===== src/design/HdmiPkg.sv =====
// Shared definitions for the HDMI data island header encoder
// Packet type enum, header and parity widths, packet length,
// BCH generator taps and the TERC4 code word table

package HdmiPkg;

    // Packet types the sink is known to understand
    // Anything else on the input is replaced by nullPacket in decode
    typedef enum logic [7:0] {
        nullPacket      = 8'h00,
        audioClockRegen = 8'h01,
        audioSample     = 8'h02,
        generalControl  = 8'h03,
        aviInfoFrame    = 8'h82,
        audioInfoFrame  = 8'h84
    } packetTypeE;

    // Header data bits: type byte plus two header bytes
    localparam int headerBits = 24;

    // BCH(32,24) parity bits appended after the header data
    localparam int eccBits = 8;

    // One header bit per pixel clock, so this is also the packet length in pixels
    localparam int packetPixels = headerBits + eccBits;

    // Generator x^8+x^7+x^6+1 in bit-reversed form for an LSB-first shift register
    localparam logic [eccBits-1:0] eccTaps = 8'h83;

    // TERC4 maps each 4-bit nibble to one 10-bit code word
    localparam int terc4Entries = 16;

    // Code words indexed by nibble value, as listed in the HDMI specification
    localparam logic [9:0] terc4Table [terc4Entries] = '{
        10'b1010011100,
        10'b1001100011,
        10'b1011100100,
        10'b1011100010,
        10'b0101110001,
        10'b0100011110,
        10'b0110001110,
        10'b0100111100,
        10'b1011001100,
        10'b0100111001,
        10'b0110011100,
        10'b1011000110,
        10'b1010001110,
        10'b1001110001,
        10'b0101100011,
        10'b1011000011
    };

endpackage


===== src/design/BchEccStep.sv =====
// One combinational step of the HDMI header BCH shift register
// Takes one data bit and the running parity, returns the next parity

`timescale 1ns/1ps

module BchEccStep (
    input  logic                        data,
    input  logic [HdmiPkg::eccBits-1:0] ecc,
    output logic [HdmiPkg::eccBits-1:0] eccNext
);

    logic feedback;

    always_comb begin
        // The incoming bit meets the bit that is about to leave the register
        feedback = data ^ ecc[0];

        // Shift toward bit 0 and fold the feedback back in through the generator taps
        // When feedback is 0 this is a plain shift
        eccNext = {1'b0, ecc[HdmiPkg::eccBits-1:1]};
        if (feedback) begin
            eccNext = eccNext ^ HdmiPkg::eccTaps;
        end
    end

endmodule


===== src/design/BchEccSingleBitEncoder.sv =====
// Running BCH parity for one HDMI packet header, one bit per pixel clock
// Header bits enter LSB first, then the parity leaves on ecc bit 0 first

`timescale 1ns/1ps

module BchEccSingleBitEncoder (
    input  logic clock,
    input  logic rstN,
    input  logic data,
    input  logic isFirstDataBit,
    output logic ecc
);

    logic [HdmiPkg::eccBits-1:0] eccReg;
    logic [HdmiPkg::eccBits-1:0] eccSeed;
    logic [HdmiPkg::eccBits-1:0] eccNext;
    // Counts header data bits seen since the first one, stops at headerBits
    logic [4:0]                  bitCount;
    logic                        dataPhase;
    logic                        stepData;

    always_comb begin
        // A new header starts from an all-zero parity, so headers may follow with no gap
        eccSeed = isFirstDataBit ? '0 : eccReg;
        dataPhase = isFirstDataBit || (bitCount < 5'(HdmiPkg::headerBits));
        // Once the data bits are done the feedback is cancelled and the register just shifts
        // out the parity in order while the data input sits low
        stepData = dataPhase ? data : eccReg[0];
    end

    BchEccStep bchStep (
        .data    (stepData),
        .ecc     (eccSeed),
        .eccNext (eccNext)
    );

    always_ff @(posedge clock) begin
        if (!rstN) begin
            eccReg <= '0;
            bitCount <= 5'(HdmiPkg::headerBits);
        end else begin
            eccReg <= eccNext;
            if (isFirstDataBit) begin
                bitCount <= 5'd1;
            end else if (dataPhase) begin
                bitCount <= bitCount + 5'd1;
            end
        end
    end

    assign ecc = eccReg[0];

endmodule


===== src/design/PacketHeaderDecode.sv =====
// Decode stage of the header encoder
// One-entry buffer on the valid/ready input, with a packet type check that
// turns unknown types into a null packet

`timescale 1ns/1ps

module PacketHeaderDecode (
    input  logic                           clock,
    input  logic                           rstN,
    input  logic                           headerValid,
    output logic                           headerReady,
    input  logic [7:0]                     packetType,
    input  logic [7:0]                     headerByte1,
    input  logic [7:0]                     headerByte2,
    output logic                           loadValid,
    input  logic                           loadReady,
    output logic [HdmiPkg::headerBits-1:0] loadHeader
);

    logic                           full;
    logic                           fullNext;
    logic                           knownType;
    logic [HdmiPkg::headerBits-1:0] entry;

    // Only the enum members pass through unchanged
    always_comb begin
        case (packetType)
            HdmiPkg::nullPacket,
            HdmiPkg::audioClockRegen,
            HdmiPkg::audioSample,
            HdmiPkg::generalControl,
            HdmiPkg::aviInfoFrame,
            HdmiPkg::audioInfoFrame: knownType = 1'b1;
            default:                 knownType = 1'b0;
        endcase
    end

    // Accepting needs an empty buffer, so a fill and a release never meet in one cycle
    always_comb begin
        fullNext = full;
        if (headerValid && headerReady) begin
            fullNext = 1'b1;
        end else if (loadReady) begin
            fullNext = 1'b0;
        end
    end

    always_ff @(posedge clock) begin
        if (!rstN) begin
            full <= 1'b0;
            headerReady <= 1'b0;
        end else begin
            full <= fullNext;
            // Ready is registered so it stays low through reset
            headerReady <= !fullNext;
        end
    end

    // Bits 7:0 are the type, then byte 1 and byte 2, which is also transmission order
    always_ff @(posedge clock) begin
        if (headerValid && headerReady) begin
            if (knownType) begin
                entry <= {headerByte2, headerByte1, packetType};
            end else begin
                entry <= {16'h0000, HdmiPkg::nullPacket};
            end
        end
    end

    assign loadValid = full;
    assign loadHeader = entry;

endmodule


===== src/design/HeaderSerializer.sv =====
// Execute stage of the header encoder
// Sends the 24 header bits LSB first, then the 8 BCH parity bits,
// one bit per pixel clock, and can take the next header on the last pixel

`timescale 1ns/1ps

module HeaderSerializer (
    input  logic                           clock,
    input  logic                           rstN,
    input  logic                           loadValid,
    output logic                           loadReady,
    input  logic [HdmiPkg::headerBits-1:0] loadHeader,
    output logic                           bitValid,
    output logic                           headerBit,
    output logic                           firstPixel
);

    typedef enum logic {
        idle,
        sending
    } stateE;

    stateE                          state;
    // Pixel index within the packet, 0 to packetPixels-1
    logic [4:0]                     pixelCount;
    logic [HdmiPkg::headerBits-1:0] shiftReg;
    logic                           lastPixel;
    logic                           dataPixel;
    logic                           encoderData;
    logic                           eccBit;
    logic                           load;

    always_comb begin
        lastPixel = (state == sending) && (pixelCount == 5'(HdmiPkg::packetPixels - 1));
        dataPixel = pixelCount < 5'(HdmiPkg::headerBits);
        // Ready while idle and on the last pixel, so a waiting header follows with no gap
        loadReady = (state == idle) || lastPixel;
        load = loadValid && loadReady;
        // The parity register sees header bits, then a low input during the parity pixels
        encoderData = (state == sending) && dataPixel && shiftReg[0];
    end

    assign bitValid = (state == sending);
    assign firstPixel = (state == sending) && (pixelCount == 5'd0);
    assign headerBit = dataPixel ? shiftReg[0] : eccBit;

    BchEccSingleBitEncoder eccEncoder (
        .clock          (clock),
        .rstN           (rstN),
        .data           (encoderData),
        .isFirstDataBit (firstPixel),
        .ecc            (eccBit)
    );

    always_ff @(posedge clock) begin
        if (!rstN) begin
            state <= idle;
            pixelCount <= 5'd0;
        end else if (load) begin
            state <= sending;
            pixelCount <= 5'd0;
        end else if (lastPixel) begin
            // Nothing waiting, so the line goes quiet until the next header
            state <= idle;
            pixelCount <= 5'd0;
        end else if (state == sending) begin
            pixelCount <= pixelCount + 5'd1;
        end
    end

    // Header bits leave from bit 0, the rest moves down one place per pixel
    always_ff @(posedge clock) begin
        if (load) begin
            shiftReg <= loadHeader;
        end else if (state == sending) begin
            shiftReg <= {1'b0, shiftReg[HdmiPkg::headerBits-1:1]};
        end
    end

endmodule


===== src/design/Terc4Channel0.sv =====
// Result stage of the header encoder
// Builds the TMDS channel 0 nibble for a data island and registers its
// TERC4 code word

`timescale 1ns/1ps

module Terc4Channel0 (
    input  logic       clock,
    input  logic       rstN,
    input  logic       bitValid,
    input  logic       headerBit,
    input  logic       firstPixel,
    input  logic       hsync,
    input  logic       vsync,
    output logic [9:0] symbol,
    output logic       symbolValid
);

    logic [3:0] nibble;

    // Channel 0 carries the syncs in bits 1:0 and the header bit in bit 2
    // Bit 3 is low only on the first pixel of a packet
    always_comb begin
        nibble = {~firstPixel, headerBit, vsync, hsync};
    end

    always_ff @(posedge clock) begin
        if (!rstN) begin
            symbolValid <= 1'b0;
        end else begin
            symbolValid <= bitValid;
        end
    end

    // The code word lines up with symbolValid, one cycle after the bit
    always_ff @(posedge clock) begin
        symbol <= HdmiPkg::terc4Table[nibble];
    end

endmodule


===== src/design/HdmiHeaderEncoder.sv =====
// Top level of the HDMI data island header encoder
// Decode checks the type, execute serializes header and parity,
// result TERC4-encodes channel 0

`timescale 1ns/1ps

module HdmiHeaderEncoder (
    input  logic       clock,
    input  logic       rstN,
    input  logic       headerValid,
    output logic       headerReady,
    input  logic [7:0] packetType,
    input  logic [7:0] headerByte1,
    input  logic [7:0] headerByte2,
    input  logic       hsync,
    input  logic       vsync,
    output logic [9:0] symbol,
    output logic       symbolValid
);

    // Decode to execute, a valid/ready pair with the checked header
    logic                           loadValid;
    logic                           loadReady;
    logic [HdmiPkg::headerBits-1:0] loadHeader;

    // Execute to result, no handshake since the pixel clock never stops
    logic                           bitValid;
    logic                           headerBit;
    logic                           firstPixel;

    PacketHeaderDecode decode (
        .clock       (clock),
        .rstN        (rstN),
        .headerValid (headerValid),
        .headerReady (headerReady),
        .packetType  (packetType),
        .headerByte1 (headerByte1),
        .headerByte2 (headerByte2),
        .loadValid   (loadValid),
        .loadReady   (loadReady),
        .loadHeader  (loadHeader)
    );

    HeaderSerializer execute (
        .clock      (clock),
        .rstN       (rstN),
        .loadValid  (loadValid),
        .loadReady  (loadReady),
        .loadHeader (loadHeader),
        .bitValid   (bitValid),
        .headerBit  (headerBit),
        .firstPixel (firstPixel)
    );

    Terc4Channel0 result (
        .clock       (clock),
        .rstN        (rstN),
        .bitValid    (bitValid),
        .headerBit   (headerBit),
        .firstPixel  (firstPixel),
        .hsync       (hsync),
        .vsync       (vsync),
        .symbol      (symbol),
        .symbolValid (symbolValid)
    );

endmodule


===== config.mk =====
export PLATFORM = sky130hd
export DESIGN_NAME = HdmiHeaderEncoder
export DESIGN_NICKNAME = d
export VERILOG_FILES = /design/src/design/HdmiPkg.sv /design/src/design/BchEccStep.sv /design/src/design/BchEccSingleBitEncoder.sv /design/src/design/PacketHeaderDecode.sv /design/src/design/HeaderSerializer.sv /design/src/design/Terc4Channel0.sv /design/src/design/HdmiHeaderEncoder.sv
export SDC_FILE = /design/constraint.sdc
export NUM_CORES = 1
export LEC_CHECK = 0
export BUFFER_PORTS_ARGS = -buffer_cell sky130_fd_sc_hd__clkbuf_2
export CELL_PAD_IN_SITES_DETAIL_PLACEMENT = 0
export CELL_PAD_IN_SITES_GLOBAL_PLACEMENT = 1
export CORE_UTILIZATION = 47
export CTS_CLUSTER_SIZE = 24
export DETAILED_ROUTE_END_ITERATION = 10
export HOLD_SLACK_MARGIN = 0.1
export PLACE_DENSITY_LB_ADDON = 0.1
export SYNTH_ARGS = -nofsm -noshare
export SYNTH_HDL_FRONTEND = slang
export SYNTH_SLANG_ARGS = --single-unit

===== constraint.sdc =====
create_clock -name clock -period 2.4 [get_ports clock]
set_clock_uncertainty 0.05 [all_clocks]
set_input_delay 0.12 -clock clock [delete_from_list [all_inputs] [get_ports clock]]
set_output_delay 0.12 -clock clock [all_outputs]
set_load 0.03 [all_outputs]

Word level (Yosys, flattened, before mapping)
Memory sizes are Yosys's and may differ from the RTL's. A register that Yosys moved wholly into a read port is not among the register bits.
Index checks and enable logic that the tools add are counted.
{"block": "totals", "mem_bits_ro": 160, "input_bits": 29, "out_inout_bits": 12, "regBits": 70, "memories": 1, "word_cells": 59}
{"memory": "(name not given)", "depth": 16, "width": 10, "read_ports": 1, "rd_clocked_by_memory_dff": 1, "wr": 0, "line_no": "Terc4Channel0.sv:37", "source": "symbol <= HdmiPkg::terc4Table[nibble];"}
{"block": "op_classes", "reduce_logical": 18, "n_bitwise": 6, "magnitude_cmp": 2, "mux": 13, "n_addsub": 2, "eq_ne": 6}
{"operator": "$mux W24", "n": 2}
{"operator": "$eq A8 B2 Y1 const B", "n": 2}
{"operator": "$eq A8 B8 Y1 const B", "n": 2}
{"operator": "$add A5 B1 Y5 const B", "n": 2}
{"operator": "$lt A5 B5 Y1 const B", "n": 2}
{"operator": "$mux W5", "n": 2}
{"operator": "$eq A8 B1 Y1 const B", "n": 1}
{"operator": "$logic_not A8 Y1", "n": 1}
{"operator": "$mux W8", "n": 1}
{"operator": "$mux W1", "n": 7}
{"operator": "$logic_and A1 B1 Y1", "n": 6}
{"operator": "$reduce_bool A2 Y1", "n": 3}
{"operator": "$reduce_or A6 Y1", "n": 1}
{"operator": "$eq A5 B5 Y1 const B", "n": 1}
{"operator": "$logic_not A5 Y1", "n": 1}
{"operator": "$not A4 Y5", "n": 1}
{"operator": "$not A1 Y1", "n": 3}
{"operator": "$not A2 Y3", "n": 1}
{"operator": "$reduce_or A3 Y1", "n": 1}
{"operator": "$logic_or A1 B1 Y1", "n": 2}
{"operator": "$mux W2", "n": 1}
{"operator": "$reduce_and A2 Y1", "n": 1}
{"operator": "$reduce_or A2 Y1", "n": 1}
{"operator": "$logic_not A1 Y1", "n": 1}
{"operator": "$xor A1 B1 Y1", "n": 1}

Logic depth before layout (Yosys ltp)
Gate-level depths: netlist (run 1).
{"block": "depth", "depth_word": 6, "ltp_mapped": 9, "depth_no_buf": 7}

By module
From an unflattened synthesis (run 1), not the netlist that was laid out.
{"block": "hier_totals", "cells_unflattened": 265, "area_unflattened_um2": 3595.9}
{"mod": "HeaderSerializer", "n_inst": 1, "cells_each": 87, "area_each_um2": 1448.9, "seq_area_each_um2": 840.8}
{"mod": "PacketHeaderDecode", "n_inst": 1, "cells_each": 60, "area_each_um2": 993.5, "seq_area_each_um2": 760.7}
{"mod": "Terc4Channel0", "n_inst": 1, "cells_each": 59, "area_each_um2": 553.0, "seq_area_each_um2": 220.2}
{"mod": "BchEccSingleBitEncoder", "n_inst": 1, "cells_each": 50, "area_each_um2": 499.2, "seq_area_each_um2": 260.2}
{"mod": "BchEccStep", "n_inst": 1, "cells_each": 9, "area_each_um2": 101.3, "seq_area_each_um2": 0.0}

Least setup slack after synthesis (run 1)
OpenSTA, ideal clock, no wires.
{"block": "synth_timing", "path_type": "register to register", "startpoint": "reg execute.pixelCount[0]", "endpoint": "reg execute.shiftReg[10] (netlist name), data pin", "path_stages_with_launch": 9, "path_slack_ns": 0.234, "t_required_ns": 2.090, "period_less_slack_ns": 2.166, "setup_time_ns": 0.260, "arrival_time_ns": 1.856, "path_buffers": 2, "path_cell_list": "dfxtp_1 -> ha_1 -> and3_1 -> ha_1 -> and2b_1 -> nand2b_1 -> buf_2 -> buf_2 -> mux2_2"}
{"block": "synth_via", "elab_chain_cells": 5}
{"item": "start: declaration", "line_no": "HeaderSerializer.sv:25", "source": "logic [4:0] pixelCount;"}
{"item": "start signal: assignment", "line_no": "HeaderSerializer.sv:67", "source": "pixelCount <= pixelCount + 5'd1;"}
{"item": "$eq A5 B5 Y1", "line_no": "HeaderSerializer.sv:34", "source": "lastPixel = (state == sending) && (pixelCount == 5'(HdmiPkg::packetPixels - 1));"}
{"item": "$logic_and A1 B1 Y1", "line_no": "HeaderSerializer.sv:34"}
{"item": "$logic_or A1 B1 Y1", "line_no": "HeaderSerializer.sv:37", "source": "loadReady = (state == idle) || lastPixel;"}
{"item": "$logic_and A1 B1 Y1", "line_no": "HeaderSerializer.sv:38", "source": "load = loadValid && loadReady;"}
{"item": "$mux W24", "line_no": "HeaderSerializer.sv:73", "source": "if (load) begin"}
{"item": "end signal: assignment", "line_no": "HeaderSerializer.sv:74", "source": "shiftReg <= loadHeader;"}
{"item": "end signal: assignment", "line_no": "HeaderSerializer.sv:76", "source": "shiftReg <= {1'b0, shiftReg[HdmiPkg::headerBits-1:1]};"}
{"item": "end: declaration", "line_no": "HeaderSerializer.sv:26", "source": "logic [HdmiPkg::headerBits-1:0] shiftReg;"}
No other way between the ends.
A chain may end at the register's enable or synchronous reset.

Final worst setup path (run 1)
{"block": "layout_timing", "startpoint": "reg execute.pixelCount[0]", "endpoint": "reg execute.shiftReg[8] (netlist name), data pin"}
The elaborated chain is that of the path after synthesis.

==> results of run 1 <==
placed cells by master (no fill, tap or decap), types with 2 or more instances in the layout:
| cell | instances |
|---|---|
| a211o_1 | 2 |
| a21oi_1 | 7 |
| a31oi_1 | 4 |
| a41oi_1 | 2 |
| and2_1 | 24 |
| and3_1 | 8 |
| buf_4 | 4 |
| clkbuf_1 | 2 |
| clkbuf_2 | 40 |
| clkbuf_8 | 9 |
| clkinv_2 | 3 |
| conb_1 | 4 |
| dfxtp_1 | 32 |
| dlygate4sd3_1 | 21 |
| edfxtp_1 | 48 |
| ha_1 | 11 |
| inv_1 | 7 |
| mux2_2 | 25 |
| mux2i_1 | 3 |
| nand2_1 | 11 |
| nand2b_1 | 2 |
| nand3_1 | 5 |
| nand4b_1 | 2 |
| nor2_1 | 19 |
| nor2b_1 | 2 |
| nor4_1 | 5 |
| o21ai_0 | 9 |
| o21ai_1 | 2 |
| o221ai_1 | 2 |
| xnor2_1 | 3 |
| xor2_1 | 4 |
cell type report:
type,instances,area [um^2],area share
clock buffer,11,131,0.0324
clock inverter,4,22.5,0.00556
inverter,7,26.3,0.00649
multi-input combinational,168,1210,0.298
sequential,80,2080,0.514
tap,96,120,0.0296
timing repair buffer,66,460,0.114
routing by layer:
metal | wire length (um) | GRT usage
met3 | 197 | 0.0600
met1 | 2490 | 0.187
met5 | 0 | 0
met2 | 2680 | 0.271
met4 | 97 | 0.0636
logic make-up (layout without fill, tap and decap cells):
group | after synthesis | in the layout | synth area share
adder cells (fa/ha/maj) | 11 | 11 | 0.0409
multiplexers | 29 | 29 | 0.0966
other | 1 | 4 | 0.00111
AND/OR/NAND/NOR | 85 | 85 | 0.140
flip-flops | 80 | 80 | 0.618
AO/OA/AOI/OAI | 32 | 32 | 0.0587
XOR/XNOR | 7 | 7 | 0.0182
buffers and inverters | 18 | 88 | 0.0260
metrics by stage:
step / setup slack, ns / utilization
after floorplan: 0.234 / -
final: 0.239 / 0.590
after detailed placement: 0.254 / 0.537
after global routing: 0.149 / 0.590
after global placement: 0.280 / 0.537
after CTS: 0.226 / 0.590
state kept, by name, summed over array words and instances (netlist names):
name and flops:
execute.pixelCount 5, execute.bitValid 1, execute.eccEncoder.bitCount 5, decode.loadHeader 24
execute.eccEncoder.eccReg 8, result.symbol 10, execute.shiftReg 24, result.symbolValid 1
decode.loadValid 1, decode.headerReady 1
cells in the mapped netlist, drive strengths merged:
library cell   n
a211oi         1
nand2         12
and2          24
xnor2          3
o31ai          1
ha            11
and3           9
or2            1
xor2           4
a41oi          2
o221ai         2
inv            7
a211o          2
nand4b         2
o21ai         11
mux2i          4
nor4           5
clkbuf         3
a31oi          4
mux2          25
nand3          5
nor3b          1
and2b          1
edfxtp        48
a21oi          8
nor2          19
buf            8
nor2b          2
nand2b         2
nand4          1
dfxtp         32
conb           1
o22ai          1
and4b          1
worst reg2reg max path, delay by kind of cell, from the launching register on:
| family | cells | cell delay, ns |
|---|---|---|
| and+or+nand+nor | 3 | 0.59 |
| adders and majority gates | 2 | 0.39 |
| DFF | 1 | 0.35 |
| muxes | 1 | 0.35 |
| buffers and inverters | 1 | 0.19 |
worst max-delay path by stage:
stage	to	slack (ns)	cells after the start
final	execute.shiftReg[8]$_DFFE_PP_	0.24	7
after floorplan	execute.shiftReg[10]$_DFFE_PP_	0.23	8
after detailed placement	execute.shiftReg[8]$_DFFE_PP_	0.25	7
after global placement	execute.shiftReg[17]$_DFFE_PP_	0.28	7
after CTS	execute.shiftReg[8]$_DFFE_PP_	0.23	7
after global routing	execute.shiftReg[8]$_DFFE_PP_	0.15	7
power by group through the flow:
stage                     registers [W]  logic (W)  clock network [W]
final                           0.00158   0.000315           0.000821
after global routing            0.00158   0.000347           0.000916
after CTS                       0.00158   0.000319           0.000847
after detailed placement        0.00161   0.000291                  0
after global placement          0.00161   0.000287                  0
after floorplan                 0.00164   0.000163                  0
==> out/results.txt, run 1 <==
outcome -> finished, final reports clean
share of post-route cells with drive strength above 1 -> 0.262
CTS tree -> done
DP Cell Count -> 396
worst hold slack -> 0.119 ns
RR Endpoint -> execute.shiftReg[8]$_DFFE_PP_
Clk network pwr share -> 0.303
row count -> 30
fillers -> 582
Synth top area share -> 0.428
core area -> 0.00687 mm^2
hold_sp -> packetType[7]
Skew-Pair Late Insertion Delay -> 0.35 ns
Mapped Cells -> 263
R2R depth -> 7
synth top area cells -> edfxtp_1 (43%), dfxtp_1 (19%), mux2_2 (8.4%)
hold path cells -> 2
flop-to-flop setup slack -> 0.24 ns
Layout Cells excl Fill -> 432
hold crit path type -> in -> reg
P_leak -> 1.60 nW
switch share -> 0.244
Final #Nets -> 372
initial antenna violation count -> 0
Crit. End Element -> flop
mean area per synthesized cell -> 12.8 um^2
post-synthesis cell area -> 0.00337 mm^2
Clock transition at path regs -> 0.08 ns
sequential area share after synthesis -> 0.618
vias in the first global route -> 1947
die area -> 0.00751 mm^2
Die X-Extent -> 86.6 um
total power -> 0.00271 W
Final HPWL DP -> 3410 um
Crit path required time -> 2.45 ns
Unique masters post-synth -> 42
Comb pwr share -> 0.116
crit path max fanout -> 24
DR vias -> 2081
Fin. Hold Viols -> 0
Setup TNS -> 0 ns
global-route wire length before repair -> 8940 um
fmax -> 463 MHz
Diodes inserted -> 0
CP bufs+invs -> 1
NetSw -> 0.000662 W
Yosys reg bits -> 80
vias per inst -> 4.82
initial DRC count -> 88
CP max-delay cell -> dfxtp_1
Finished Cell Area -> 0.00405 mm^2
Setup crit start -> execute.pixelCount[0]$_SDFFE_PP0P_
unrepaired setup endpoints after global routing -> false
WP data arrival -> 2.21 ns
Worst path top cell family by delay -> simple AND/OR/NAND/NOR gates
P_int -> 0.00205 W
Max stage delay on crit path -> 0.35 ns
sequential share of power -> 0.581
die height -> 86.6 um
# resized after CTS -> 0
Ys Warns -> 0
routability-driven placement congestion ratio -> 0.785
hold_buf cts -> 21
Synth area leader -> edfxtp_1
Max Slew Vio Count -> 0
total global routing track utilization -> 0.161
postcts setup bufs -> 0
Placed Area -> 0.00369 mm^2
Worst R2R Start -> execute.pixelCount[0]$_SDFFE_PP0P_
DR pass1 iterations -> 4
WL final -> 5470 um
crit path kind -> reg -> reg
clock sinks -> 80
Area Growth Syn to Fin -> 20.3%
CTS H-tree lvls -> 3
Worst slew margin -> 0.623
Setup violations, final -> 0
largest net degree at the start of global routing -> 26
MaxCap Viol Count -> 0
Final min period -> 2.16 ns
Routed Antenna Nets -> 0
Hold EP -> decode.loadHeader[7]$_SDFFCE_PN0P_
total grt overflow -> 0
clock root buffer -> clkbuf_8
CTS max path bufs -> 2
Startpoint Class -> flop
drt wl/cell -> 12.7 um
Pwr Density -> 670 mW/mm^2
DRC Markers -> 0
Final Cycle Share -> 0.900
I/O pin total -> 41
critical-path cell list -> ha_1 > and3_1 > ha_1 > and2b_1 > nand2b_1 > buf_12 > mux2_2
count of buffers from port buffering -> 40
CTS buffer count -> 9
Worst Tran Pin Value -> 0.560 ns
Initial Utilization -> 0.490
worst vdd ir -> 0.346 mV
crit-path most repeated cell -> ha_1
Note: power is estimated with default switching activity, not from simulation.
==> run 2: changes to the inputs <==
- ABC_AREA: default -> 1
- CORE_UTILIZATION: 47 -> 46
==> out/results.txt, run 2 <==
most common cell after layout, fill and taps aside -> inv_1
share of post-route cells with drive strength above 1 -> 0.224
EDFF count, synth -> 48
drt wl/cell -> 11.4 um
Clk network pwr share -> 0.361
Mapped Cells -> 324
CTS max path bufs -> 2
Setup crit start -> execute.pixelCount[0]$_SDFFE_PP0P_
I/O pin total -> 41
P_int -> 0.00226 W
global-route wire length before repair -> 9470 um
Worst R2R Start -> execute.pixelCount[0]$_SDFFE_PP0P_
Clock transition at path regs -> 0.08 ns
Worst Tran Pin Value -> 0.805 ns
Diodes inserted -> 0
Final Cycle Share -> 0.826
fmax -> 504 MHz
Place WS -> 0.409 ns
clock root buffer -> clkbuf_8
flop-to-flop setup slack -> 0.42 ns
core area -> 0.00733 mm^2
Crit path required time -> 2.46 ns
Setup violations, final -> 0
sequential area share after synthesis -> 0.591
most frequent cells in the layout -> inv_1 (56), edfxtp_1 (48), nor2_1 (45)
synth top area cells -> edfxtp_1 (41%), dfxtp_1 (18%), mux2_4 (8.1%)
switch share -> 0.237
WL final -> 5670 um
CTS buffer count -> 9
Crit. End Element -> flop
WP data arrival -> 2.04 ns
top-count cell post-synth -> inv_1
Skew-Pair Late Insertion Delay -> 0.35 ns
NetSw -> 0.000703 W
total grt overflow -> 0
largest net degree at the start of global routing -> 26
postcts setup bufs -> 0
DP Cell Count -> 461
Comb pwr share -> 0.113
Layout Cells excl Fill -> 497
outcome -> finished, final reports clean
post-route worst setup slack -> 0.417 ns
DR vias -> 2231
RR Endpoint -> execute.shiftReg[3]$_DFFE_PP_
routability-driven placement congestion ratio -> 0.781
R2R depth -> 7
sequential share of power -> 0.526
post-synthesis cell area -> 0.00352 mm^2
crit path max fanout -> 24
die area -> 0.00801 mm^2
ys async rst share -> 0
unrepaired setup endpoints after global routing -> false
largest family of logic cells by synthesized area -> simple AND/OR/NAND/NOR gates
DRC Markers -> 0
Pwr Density -> 702 mW/mm^2
Final min period -> 1.98 ns
CTS H-tree lvls -> 3
Synth Area in XOR/XNOR -> 0.00497
simple-gate area share of the yosys netlist -> 0.134
Synth Area in Adders -> 0.0391
initial DRC count -> 91
die height -> 89.5 um
Compound-Gate Fraction of Synth Area -> 0.0529
clock sinks -> 80
total power -> 0.00296 W
Max Slew Vio Count -> 0
row count -> 31
hold crit path type -> in -> reg
Setup TNS -> 0 ns
vias in the first global route -> 2061
DR pass1 iterations -> 4
crit path kind -> reg -> reg
vias per inst -> 4.49
Yosys reg bits -> 80
worst vdd ir -> 0.324 mV
Unique masters post-synth -> 33
Final #Nets -> 433
Commonest cells post-synth -> inv_1 (56), edfxtp_1 (48), nor2_1 (45), nand2_1 (41), dfxtp_1 (32)
initial antenna violation count -> 0
total global routing track utilization -> 0.161
Synth top area share -> 0.409
crit path to -> execute.shiftReg[3]$_DFFE_PP_
P_leak -> 1.92 nW
Startpoint Class -> flop
CTS tree -> done
Routed Antenna Nets -> 0
mux contribution to synthesized area -> 0.0938
Ys Warns -> 0
Synth area leader -> edfxtp_1
Worst slew margin -> 0.464
Area Growth Syn to Fin -> 19.8%
Die X-Extent -> 89.5 um
mean area per synthesized cell -> 10.9 um^2
count of buffers from port buffering -> 40
Initial Utilization -> 0.481
MaxCap Viol Count -> 0
Fin. Hold Viols -> 0
Synth Flop Type -> edfxtp_1
Final HPWL DP -> 3810 um
==> run 2: changes by cell type in the layout (fill, tap and decap cells not counted), sizes merged, moves of 5 or more <==
cell   change
and2      -24
and3       -9
nor2      +28
inv       +52
a21oi      +8
nor4       -5
nand2     +31
==> run 2: metal layers <==
layer  up-vias  wire length [um]  global-route usage
met5         -                 0                   0
met4         0                80              0.0563
met3         8               193              0.0582
met2        36              2500               0.246
met1       996              2900               0.213
li1       1191                 -                   -
==> run 2: layout make-up <==
| class | instances | area, um^2 |
|---|---|---|
| Timing Repair Buffer | 62 | 415 |
| Clock inverter | 7 | 95.1 |
| Clock buffer | 9 | 124 |
| Multi-Input combinational cell | 182 | 1160 |
| Tap cell | 99 | 124 |
| Fill cell | 619 | 3110 |
| Sequential cell | 80 | 2080 |
| Inverter | 58 | 220 |
==> run 2: critical path, cell delays in order (launching register included) <==
cell,delay [ns]
dfxtp_1,0.34
ha_1,0.22
nand2_1,0.07
nor2_1,0.04
ha_1,0.16
or2_4,0.28
nand2_8,0.22
mux2_2,0.37
==> run 2: what timing repair did <==
item,CTS,global route
hold buffers,20,0
resized for setup,0,0
hold endpoints to repair,24,0
==> run 2: through the flow <==
step | cell area [um^2] | utilization | hold WS, ns
finish | 4220 | 0.576 | 0.121
global route | 4220 | 0.576 | 0.168
CTS | 4220 | 0.576 | 0.111
detailed placement | 3800 | 0.519 | 0.351
global placement | 3800 | 0.519 | 0.346
floorplan | 3530 | - | 0.278
==> run 2: how the worst min path moves through the flow <==
stage	cells past startpoint	startpoint	slack, ns	to
detailed placement	2	execute.eccEncoder.eccReg[7]$_SDFF_PN0_	0.35	execute.eccEncoder.eccReg[6]$_SDFF_PP0_
global route	4	packetType[3]	0.17	decode.loadHeader[7]$_SDFFCE_PN0P_
floorplan	2	headerByte1[2]	0.28	decode.loadHeader[10]$_SDFFCE_PN0P_
finish	4	hsync	0.12	result.symbol[2]$_DFF_P_
global placement	2	execute.eccEncoder.eccReg[5]$_SDFF_PP0_	0.35	execute.eccEncoder.eccReg[4]$_SDFF_PP0_
CTS	4	hsync	0.11	result.symbol[2]$_DFF_P_
==> run 2: power groups by stage <==
stage / clock network, W / registers (W) / logic [W]
2_1_floorplan: 0 / 0.00163 / 0.000187
3_3_place_gp: 0 / 0.00159 / 0.000308
3_5_place_dp: 0 / 0.00159 / 0.000312
4_1_cts: 0.00111 / 0.00156 / 0.000339
5_1_grt: 0.00117 / 0.00157 / 0.000372
6_report: 0.00107 / 0.00156 / 0.000335
==> run 2: cells by family after synthesis <==
kind of cell             Yosys count
adder cells (fa/ha/maj)           11
AO/OA/AOI/OAI                     33
AND/OR/NAND/NOR                  109
multiplexers                      23
other                              1
XOR/XNOR                           2
buffers and inverters             65
flip-flops                        80
==> run 3: changes to the inputs <==
- clock period: 2.4 -> 1.9 ns (I/O delays scaled with it)
==> out/results.txt, run 3 (synthesis results as in run 2) <==
initial DRC count -> 105
Clk network pwr share -> 0.318
Crit path depth -> 7
total grt overflow -> 0
Worst path top cell family by delay -> simple AND/OR/NAND/NOR gates
Initial Utilization -> 0.481
count of buffers from port buffering -> 40
flop-to-flop setup slack -> 0.06 ns
die area -> 0.00801 mm^2
Diodes inserted -> 0
row count -> 31
Comb pwr share -> 0.127
CTS max path bufs -> 2
I/O pin total -> 41
core area -> 0.00733 mm^2
Setup TNS -> 0 ns
CP bufs+invs -> 0
CP max-delay cell -> or2_4
vias in the first global route -> 2020
critical-path cell list -> ha_2 > nand2_1 > nor2_1 > ha_2 > or2_4 > nand2_8 > mux2_4
CTS H-tree lvls -> 3
CTS tree -> done
total global routing track utilization -> 0.158
Routed Antenna Nets -> 0
Area Growth Syn to Fin -> 22.8%
Multi-input gate area -> 0.00124 mm^2
crit path kind -> reg -> reg
MaxCap Viol Count -> 0
routability-driven placement congestion ratio -> 0.766
final core occ -> 0.590
Fin. Hold Viols -> 0
worst hold slack -> 0.136 ns
hold_sp -> packetType[5]
Clock transition at path regs -> 0.08 ns
NetSw -> 0.000938 W
Final min period -> 1.84 ns
die height -> 89.5 um
total power -> 0.00355 W
switch share -> 0.264
hold crit path type -> in -> reg
share of post-route cells with drive strength above 1 -> 0.254
outcome -> finished, final reports clean
Crit. End Element -> flop
Storage cell area -> 0.00209 mm^2
vias per inst -> 4.49
WL final -> 6110 um
global-route wire length before repair -> 9360 um
Final HPWL DP -> 3800 um
Worst R2R Start -> execute.pixelCount[0]$_SDFFE_PP0P_
DRC Markers -> 0
Setup violations, final -> 0
initial antenna violation count -> 0
CTS buffer count -> 9
most common cell after layout, fill and taps aside -> inv_1
Skew-Pair Late Insertion Delay -> 0.34 ns
sequential share of power -> 0.555
DR pass1 iterations -> 4
fillers -> 624
WP data arrival -> 1.89 ns
crit path max fanout -> 6
Hold EP -> decode.loadHeader[7]$_SDFFCE_PN0P_
worst vdd ir -> 0.351 mV
most frequent cells in the layout -> inv_1 (56), edfxtp_1 (48), nor2_1 (45)
drt wl/cell -> 12.0 um
Max stage delay on crit path -> 0.35 ns
largest net degree at the start of global routing -> 25
DR vias -> 2280
Final Cycle Share -> 0.970
hold path cells -> 4
clock sinks -> 80
P_leak -> 1.96 nW
Die X-Extent -> 89.5 um
RR Endpoint -> execute.shiftReg[10]$_DFFE_PP_
clock root buffer -> clkbuf_8
Crit path required time -> 1.94 ns
Final #Nets -> 444
Pwr Density -> 821 mW/mm^2
fmax -> 543 MHz
crit-path most repeated cell -> ha_2
Max Slew Vio Count -> 0
R2R depth -> 7
Startpoint Class -> flop
P_int -> 0.00261 W
[run 3: how the worst max path moves through the flow]
stage | slack (ns) | endpoint | from
3_5_place_dp | -0.05 | execute.shiftReg[0]$_DFFE_PP_ | execute.pixelCount[0]$_SDFFE_PP0P_
6_report | 0.06 | execute.shiftReg[10]$_DFFE_PP_ | execute.pixelCount[0]$_SDFFE_PP0P_
3_3_place_gp | -0.04 | execute.shiftReg[3]$_DFFE_PP_ | execute.pixelCount[0]$_SDFFE_PP0P_
5_1_grt | -0.02 | decode.loadValid$_SDFF_PN0_ | execute.pixelCount[0]$_SDFFE_PP0P_
2_1_floorplan | 0.03 | execute.shiftReg[10]$_DFFE_PP_ | execute.pixelCount[0]$_SDFFE_PP0P_
4_1_cts | 0.01 | execute.shiftReg[3]$_DFFE_PP_ | execute.pixelCount[0]$_SDFFE_PP0P_
[run 3: worst min-delay path, delay by kind of cell]
kind,cells,cell delay (ns)
compound gates,1,0.06
buf+inv,2,0.11
simple gates,1,0.09
[run 3: through the flow]
step,std cells,instance area (um^2),worst slack [ns]
5_1_grt,508,4330,-0.0178
2_1_floorplan,327,3530,0.0284
3_5_place_dp,467,3850,-0.0521
4_1_cts,505,4250,0.0101
3_3_place_gp,467,3850,-0.0390
6_report,508,4330,0.0577
[run 3: per-layer routing]
layer / track usage / share of wire
met5: 0 / 0
met4: 0.0736 / 0.013
met3: 0.0305 / 0.022
met2: 0.230 / 0.43
met1: 0.227 / 0.53
[run 3: power groups by stage]
| stage | clock network [W] | registers, W | logic, W |
|---|---|---|---|
| 6_report | 0.00113 | 0.00197 | 0.000452 |
| 5_1_grt | 0.00123 | 0.00198 | 0.000500 |
| 4_1_cts | 0.00116 | 0.00197 | 0.000442 |
| 3_5_place_dp | 0 | 0.00201 | 0.000405 |
| 3_3_place_gp | 0 | 0.00200 | 0.000400 |
| 2_1_floorplan | 0 | 0.00206 | 0.000236 |
[run 3: repair_timing]
item	in CTS	in global routing
endpoints found under the hold margin	26	0
setup endpoints to repair	23	16
gates resized for setup	1	11
setup buffers	0	1
hold buffers	21	0
cloned	1	2
pin swaps	2	2
[run 3: area by class of cell]
| type | count | share of cell area |
|---|---|---|
| well taps | 99 | 0.0286 |
| clock inverters | 7 | 0.0124 |
| repair buffers | 70 | 0.111 |
| inverters | 58 | 0.0509 |
| multi-input cells | 185 | 0.287 |
| clock buffers | 9 | 0.0286 |
| flip-flops and latches | 80 | 0.482 |
